--- config.mk ---
export PLATFORM = sky130hd
export DESIGN_NAME = patch_regs
export DESIGN_NICKNAME = d
export VERILOG_FILES = /design/src/verilog/synth_pitch_pkg.sv /design/src/verilog/patch_regs.sv
export SDC_FILE = /design/constraint.sdc
export NUM_CORES = 1
export LEC_CHECK = 0
export ABC_AREA = 0
export BUFFER_PORTS_ARGS = -buffer_cell sky130_fd_sc_hd__buf_2
export CELL_PAD_IN_SITES_DETAIL_PLACEMENT = 1
export CELL_PAD_IN_SITES_GLOBAL_PLACEMENT = 1
export CORE_MARGIN = 2
export CORE_UTILIZATION = 44
export CTS_BUF_LIST = sky130_fd_sc_hd__clkbuf_8
export DETAILED_ROUTE_END_ITERATION = 8
export PLACE_DENSITY = 0.8
export SYNTH_ARGS = -nofsm -noshare
export SYNTH_HDL_FRONTEND = slang
export SYNTH_SLANG_ARGS = --single-unit
--- constraint.sdc ---
create_clock -name sCLK_XVXOSC -period 3.5 [get_ports sCLK_XVXOSC]
set_input_delay 1.05 -clock sCLK_XVXOSC [delete_from_list [all_inputs] [get_ports sCLK_XVXOSC]]
set_output_delay 1.05 -clock sCLK_XVXOSC [all_outputs]
set_load 0.01 [all_outputs]
--- src/verilog/synth_pitch_pkg.sv ---
package synth_pitch_pkg;

    localparam int KEY_W  = 8;
    localparam int INC_W  = 24;
    localparam int BEND_W = 14;   // wheel centre is 8192
    localparam int ADR_W  = 7;

    localparam logic [7:0] TUNE_CENTRE  = 8'h40;
    localparam logic [7:0] PB_RANGE_RST = 8'd3;   // semitones

    // offsets inside a 16 byte oscillator window
    localparam logic [3:0] REG_CT     = 4'd0;
    localparam logic [3:0] REG_FT     = 4'd1;
    localparam logic [3:0] REG_KSCALE = 4'd5;
    localparam logic [3:0] REG_BCT    = 4'd8;
    localparam logic [3:0] REG_BFT    = 4'd9;

    // top octave, equal temperament
    localparam logic [INC_W-1:0] SEMI_TABLE [12] = '{
        24'd8388608, 24'd8887420, 24'd9415894, 24'd9975792,
        24'd10568984, 24'd11197448, 24'd11863285, 24'd12568711,
        24'd13316085, 24'd14107901, 24'd14946800, 24'd15835583
    };

    function automatic logic [INC_W-1:0] note_increment(input logic [KEY_W-1:0] key);
        int unsigned oct;
        int unsigned shift;
        oct   = key / 12;
        shift = (oct > 21) ? 0 : 21 - oct;   // keys 252..255 sit in the top octave
        return SEMI_TABLE[key % 12] >> shift;
    endfunction

endpackage
--- src/verilog/patch_regs.sv ---
`timescale 1ns/1ps

module patch_regs import synth_pitch_pkg::*; #(
    parameter int V_OSC = 4
) (
    input  logic                 sCLK_XVXOSC,
    input  logic                 reset_data_N,
    input  logic [ADR_W-1:0]     adr,
    input  logic [7:0]           wdata,
    input  logic                 write,
    input  logic                 read,
    input  logic                 osc_sel,
    input  logic                 com_sel,
    output logic [7:0]           rdata,
    output logic                 rdata_hit,
    output logic [V_OSC*8-1:0]   osc_ct,
    output logic [V_OSC*8-1:0]   osc_ft,
    output logic [V_OSC*8-1:0]   k_scale,
    output logic [V_OSC*8-1:0]   b_ct,
    output logic [V_OSC*8-1:0]   b_ft,
    output logic [7:0]           pb_range
);

    localparam int O_WIDTH = (V_OSC > 1) ? $clog2(V_OSC) : 1;

    logic signed [7:0] ct_r  [V_OSC];   // ratio
    logic signed [7:0] ft_r  [V_OSC];   // ratio fine
    logic signed [7:0] ks_r  [V_OSC];
    logic signed [7:0] bct_r [V_OSC];   // base coarse
    logic signed [7:0] bft_r [V_OSC];   // base fine
    logic signed [7:0] pb_r;

    logic [ADR_W-5:0]   osc_num;
    logic [O_WIDTH-1:0] osc_idx;
    logic [3:0]         offs;
    logic               offs_ok;
    logic               osc_hit;
    logic               com_hit;
    logic               rd_hit;
    logic [7:0]         osc_val;

    assign osc_num = adr[ADR_W-1:4];
    assign osc_idx = osc_num[O_WIDTH-1:0];
    assign offs    = adr[3:0];
    assign osc_hit = osc_sel && (osc_num < V_OSC) && offs_ok;
    assign com_hit = com_sel && (adr == '0);   // bend range is the only common reg
    assign rd_hit  = read && (osc_hit || com_hit);

    always_comb begin
        offs_ok = 1'b1;
        osc_val = ct_r[osc_idx];
        case (offs)
            REG_CT:     osc_val = ct_r[osc_idx];
            REG_FT:     osc_val = ft_r[osc_idx];
            REG_KSCALE: osc_val = ks_r[osc_idx];
            REG_BCT:    osc_val = bct_r[osc_idx];
            REG_BFT:    osc_val = bft_r[osc_idx];
            default:    offs_ok = 1'b0;   // hole in the window
        endcase
    end

    always_ff @(posedge sCLK_XVXOSC) begin
        if (!reset_data_N) begin
            for (int i = 0; i < V_OSC; i++) begin
                ct_r[i]  <= TUNE_CENTRE;
                ft_r[i]  <= TUNE_CENTRE;
                ks_r[i]  <= '0;
                bct_r[i] <= TUNE_CENTRE;
                bft_r[i] <= TUNE_CENTRE;
            end
            pb_r <= PB_RANGE_RST;
        end else if (write && osc_hit) begin
            case (offs)
                REG_CT:     ct_r[osc_idx]  <= wdata;
                REG_FT:     ft_r[osc_idx]  <= wdata;
                REG_KSCALE: ks_r[osc_idx]  <= wdata;
                REG_BCT:    bct_r[osc_idx] <= wdata;
                REG_BFT:    bft_r[osc_idx] <= wdata;
                default:    ;
            endcase
        end else if (write && com_hit) begin
            pb_r <= wdata;
        end
    end

    always_ff @(posedge sCLK_XVXOSC) begin
        if (!reset_data_N) begin
            rdata_hit <= 1'b0;
        end else begin
            rdata_hit <= rd_hit;   // one cycle pulse
        end
    end

    always_ff @(posedge sCLK_XVXOSC) begin
        if (rd_hit) begin
            rdata <= osc_hit ? osc_val : pb_r;
        end
    end

    for (genvar i = 0; i < V_OSC; i++) begin : g_flat
        assign osc_ct[i*8 +: 8]  = ct_r[i];
        assign osc_ft[i*8 +: 8]  = ft_r[i];
        assign k_scale[i*8 +: 8] = ks_r[i];
        assign b_ct[i*8 +: 8]    = bct_r[i];
        assign b_ft[i*8 +: 8]    = bft_r[i];
    end

    assign pb_range = pb_r;

endmodule

==> results of run 1 <==
==> cells in the mapped netlist (3+ instances only) <==
cell	number	area, sq um
o21ai_1	3	15.0
nor2_1	155	582
a21oi_1	6	30.0
mux4_1	3	78.8
inv_1	12	45.0
o31ai_1	6	45.0
a22oi_1	8	60.1
nand2b_1	4	25.0
buf_6	4	45.0
nand3_4	4	70.1
nand2_1	39	146
nand4_1	6	37.5
dfxtp_1	9	180
o21ai_0	20	100
a31oi_1	10	62.6
and3_1	4	25.0
buf_4	5	37.5
and2_1	9	56.3
clkbuf_1	5	18.8
buf_2	18	90.1
a221oi_1	8	70.1
edfxtp_1	168	5040
nand3_1	4	20.0
mux4_2	37	833
==> cell type report <==
type	instances	area (sq um)	area share, %
clock inverters	15	169	1.74
diodes	1	2.50	0.0257
well taps	229	287	2.95
multi-input cells	346	2460	25.3
clock buffers	17	234	2.41
inverters	12	45.0	0.463
flip-flops and latches	177	5230	53.7
repair buffers	237	1300	13.4
==> per-layer routing <==
layer	routed length (um)	GRT usage (%)	up-vias
li1	-	-	2565
met1	11600	43.3	3315
met2	14700	50.0	483
met3	3210	6.44	95
met4	1840	18.7	0
met5	0	0	-
==> worst paths after layout <==
| check | start | end | slack, ps | cells after the start |
|---|---|---|---|---|
| worst max register to register | ft_r[1][3]$_SDFFCE_PN0P_ | rdata[3]$_DFFE_PP_ | 1440 | 4 |
| worst min-delay path | pb_range[5]$_SDFFE_PN0P_ | pb_range[5]$_SDFFE_PN0P_ | 510 | 2 |
| worst min register to register | pb_range[5]$_SDFFE_PN0P_ | pb_range[5]$_SDFFE_PN0P_ | 510 | 2 |
| worst max-delay path | adr[4] | rdata[4]$_DFFE_PP_ | 720 | 5 |
==> report_power, final <==
part	internal, uW	total, uW	switching, uW
Combinational	199	529	330
Clock	698	1500	801
Sequential	2410	2490	77.8
Total	3310	4510	1210
==> per-stage QoR <==
step,hold slack (ps),area (sq um),power [uW]
final,505,9720,4510
after global routing,525,9720,4610
after CTS,504,9720,4510
after detailed placement,489,9320,3050
after global placement,478,9320,3030
after floorplan,501,7940,2750
==> cell families (layout without fill, tap and decap cells) <==
logic type / count (synthesis) / in the layout / synth area share [%]
muxes: 40 / 40 / 11.5
and+or+nand+nor: 241 / 241 / 14.0
DFF: 177 / 177 / 65.8
buffers and inverters: 47 / 281 / 3.47
other: 0 / 1 / 0
AOI/OAI and AO/OA: 65 / 65 / 5.22
==> flip-flops by register name, summed over array words and instances (netlist names) <==
register and flops:
bct_r 32, bft_r 32, ct_r 32, ft_r 32, ks_r 32, pb_range 8, rdata 8, rdata_hit 1
==> critical path, delay by kind of cell <==
kind	cells	cell delay (ps)
AOI/OAI and AO/OA	2	670
buffers and inverters	2	750
muxes	1	520
==> results.py, run 1 <==
metrics = {
    "synthesis": {
        "synth_seq_area_share_pct": 65.8,
        "synthesis.area_sq_mm": 0.00794,
        "netlist-cell-type-count": 42,
        "synth_edf_count": 168,
        "syn_nets": 591,
        "postSynthAreaPerCell_sq_um": 13.9,
        "ys.flop_type": "edfxtp_1",
        "ys_ff_latch": 177,
        "syn_inst": 570,
        "synthArstFlopShare_pct": 0,
        "ys.warnings.count": 0,
    },
    "clock_tree": {
        "cts.sinks": 177,
        "root_buffer": "clkbuf_8",
        "numCtsBuffers": 17,
        "htree_levels": 4,
        "post-cts-setup-buffer-count": 0,
        "clock_latency_ps": 480,
        "hold_buffers": 0,
        "clk_pin_slew_ps": 90,
        "cts_resized": 0,
        "cts_tree": "done",
        "cts_buffer_depth": 2,
    },
    "status": {
        "outcome": "complete, no violations",
    },
    "die": {
        "die-area_sq_mm": 0.0191,
        "core-area_sq_mm": 0.0178,
        "die_h_um": 138,
        "io_pins": 198,
        "start_util_pct": 44.5,
        "rows": 49,
        "die_w_um": 138,
    },
    "placement": {
        "dp_slack_ps": 163,
        "port_buffers": 197,
        "dp_hpwl_mm": 22.2,
        "dp.cells": 1001,
        "place_congestion": 0.918,
    },
    "global_routing": {
        "antenna_found_initial": 1,
        "grt_overflow": 0,
        "grt.total_usage_pct": 32.4,
        "grt_max_degree": 37,
        "grt_pass1_vias": 6533,
        "grt_pass1_wl_mm": 44.6,
    },
    "finish": {
        "fill_cells": 1891,
        "final_common_cell": "buf_2",
        "fin_util_pct": 54.5,
        "nets": 812,
        "final_cell_mix": "197 x buf_2, 168 x edfxtp_1, 155 x nor2_1",
        "layoutNonFillerInstCount": 1034,
        "drive_above_1_share_pct": 39.4,
        "synthToLayoutAreaGrowth_pct": 22.5,
    },
    "power": {
        "peakVddDrop_mv": 0.271,
        "power_leakage_uw": 0.00359,
        "power_density_mw_per_mm2": 464,
    },
    "min_path": {
        "hp-class": "reg -> reg",
    },
    "critical_path": {
        "cp_max_fo": 15,
        "end_kind": "flop",
        "worstSetupStartpointType": "primary input",
        "max_stage_delay_ps": 520,
        "required_ps": 3710,
        "cp_cell_sequence": "buf_2, buf_4, mux4_2, a221oi_1, a31oi_1",
        "arrival_ps": 2990,
        "crit_slowest_cell": "mux4_2",
        "path_class": "in -> reg",
    },
    "detailed_routing": {
        "drt_first_pass_iters": 5,
        "drc": 0,
        "drt_iter0_drc": 824,
        "viasPerCell": 6.25,
        "wire_per_inst_um": 30.3,
        "vias": 6458,
        "drt_wl_total_mm": 31.3,
        "ant_nets": 0,
    },
    "flow_run": {
        "timing.max_cap.violations": 0,
    },
    "sta": {
        "final.setup_skew_ps": 8.00,
        "tns_ps": 0,
        "rsz0062_at_grt": "no",
        "hold_viol": 0,
        "layout_setup_ws_ps": 723,
        "slew_violations": 0,
        "worst_slew_pin_slew_ps": 794,
        "layout_worst_path_cycle_share_pct": 79.3,
        "slew_headroom_pct": 46.7,
        "max_clock_freq_mhz": 360,
        "finalSetupViolations": 0,
        "period_needed_ps": 2780,
    },
}
Note: power is estimated with default switching activity, not from simulation.
==> run 2, diff against run 1 <==
Settings changed: CORE_UTILIZATION 44 to 40, PLACE_DENSITY 0.8 to 0.76.
Clock period 3.5 ns to 2.2 ns, I/O delays scaled along.
==> run 2 against run 1 <==
Compared with the run above:
- global-route usage is 2.0 points lower
- via count grew 2.6%
- design area increased by 6.1%
- highest routed layer is now met5
==> results.py, run 2 (synthesized netlist as in run 1, its figures left out) <==
metrics = {
    "status": {
        "outcome": "complete, no violations",
    },
    "sta": {
        "rsz0062_at_grt": "no",
        "hold_viol": 0,
        "worst_slew_pin_slew_ps": 511,
        "layout_worst_path_cycle_share_pct": 94.4,
        "whs_ps": 508,
        "finalSetupViolations": 0,
        "period_needed_ps": 2080,
        "slew_headroom_pct": 65.9,
        "max_clock_freq_mhz": 481,
        "slew_violations": 0,
        "final.setup_skew_ps": 7.99,
        "tns_ps": 0,
    },
    "clock_tree": {
        "clk_pin_slew_ps": 90,
        "cts_tree": "done",
        "htree_levels": 4,
        "root_buffer": "clkbuf_8",
        "post-cts-setup-buffer-count": 0,
        "numCtsBuffers": 17,
        "cts_resized": 0,
        "hold_buffers": 0,
        "clock_latency_ps": 470,
        "cts.sinks": 177,
        "cts_buffer_depth": 2,
    },
    "finish": {
        "final_common_cell": "buf_2",
        "final_cell_mix": "197 x buf_2, 168 x edfxtp_1, 155 x nor2_1",
        "diodes": 0,
        "nets": 874,
        "drive_above_1_share_pct": 43.8,
        "synthToLayoutAreaGrowth_pct": 29.9,
        "final_area_sq_mm": 0.0103,
    },
    "die": {
        "die_w_um": 145,
        "rows": 51,
        "core-area_sq_mm": 0.0195,
        "start_util_pct": 40.8,
        "io_pins": 198,
        "die_h_um": 145,
        "die-area_sq_mm": 0.0210,
    },
    "placement": {
        "place_congestion": 0.948,
        "port_buffers": 197,
        "dp_hpwl_mm": 24.1,
        "dpl_cell_area_sq_mm": 0.0100,
    },
    "critical_path": {
        "end_kind": "flop",
        "path_class": "in -> reg",
        "cp_max_fo": 15,
        "ff2ff_setup_slack_ps": 240,
        "worstRegToRegCells": 5,
        "worstSetupStartpointType": "primary input",
        "arrival_ps": 2280,
        "required_ps": 2400,
    },
    "global_routing": {
        "grt_pass1_wl_mm": 46.4,
        "grt_max_degree": 29,
        "grt_pass1_vias": 6877,
        "antenna_found_initial": 1,
        "grt_overflow": 0,
        "grt.total_usage_pct": 30.4,
    },
    "min_path": {
        "hp-class": "reg -> reg",
        "hold_path_depth": 2,
    },
    "detailed_routing": {
        "drt_first_pass_iters": 5,
        "vias": 6625,
        "drt_wl_total_mm": 31.7,
        "drt_iter0_drc": 809,
        "drc": 0,
        "viasPerCell": 5.86,
        "wire_per_inst_um": 28.0,
        "ant_nets": 0,
    },
    "power": {
        "power_leakage_uw": 0.00393,
        "power_density_mw_per_mm2": 659,
        "peakVddDrop_mv": 0.414,
        "p_total_uw": 6800,
    },
    "flow_run": {
        "timing.max_cap.violations": 0,
    },
}
## run 2: changes by cell type in the layout (fill, tap and decap cells not counted), sizes merged
| cell | delta |
|---|---|
| buf | +62 |
| clkinvlp | -2 |
| clkinv | +1 |
| diode | -1 |
| bufinv | -3 |
| inv | +4 |
## run 2: cell type report
cell class | count | area (sq um)
clock buffer | 17 | 234
clock inverter | 15 | 82.6
fill | 2086 | 9150
inverter | 12 | 45.0
multi-input combinational | 346 | 2470
sequential | 177 | 5230
tap | 265 | 332
timing repair buffer | 299 | 1930
## run 2: routing by layer
| metal | vias up | wire (um) | track usage, % |
|---|---|---|---|
| li1 | 2704 | - | - |
| met1 | 3332 | 11600 | 38.9 |
| met2 | 489 | 15500 | 49.8 |
| met3 | 98 | 2970 | 5.63 |
| met4 | 2 | 1590 | 15.7 |
| met5 | - | 13 | 0 |
## run 2: through the flow
| step | util, % | setup WS [ps] | std cells |
|---|---|---|---|
| after floorplan | - | -130 | 570 |
| after global placement | 51.4 | -319 | 1099 |
| after detailed placement | 51.4 | -361 | 1099 |
| after CTS | 53.0 | 130 | 1131 |
| after global routing | 53.0 | 50.6 | 1131 |
| final | 53.0 | 123 | 1131 |
## run 2: power breakdown
| part | switching (uW) | internal, uW | total [uW] |
|---|---|---|---|
| clock network | 1160 | 750 | 1910 |
| registers | 118 | 3830 | 3950 |
| logic | 544 | 399 | 943 |
## run 2: critical path, stage by stage
cell and delay [ps]:
buf_2 100, buf_12 170, mux4_1 620, and2_1 230, a221oi_1 230, buf_4 170, a31oi_1 90
## run 2: worst paths after layout
path | startpoint | to
hold / removal | pb_range[2]$_SDFFE_PN0P_ | pb_range[2]$_SDFFE_PN0P_
setup / recovery | adr[4] | rdata[0]$_DFFE_PP_
setup reg to reg | ft_r[1][0]$_SDFFCE_PN0P_ | rdata[0]$_DFFE_PP_
hold reg to reg | pb_range[2]$_SDFFE_PN0P_ | pb_range[2]$_SDFFE_PN0P_
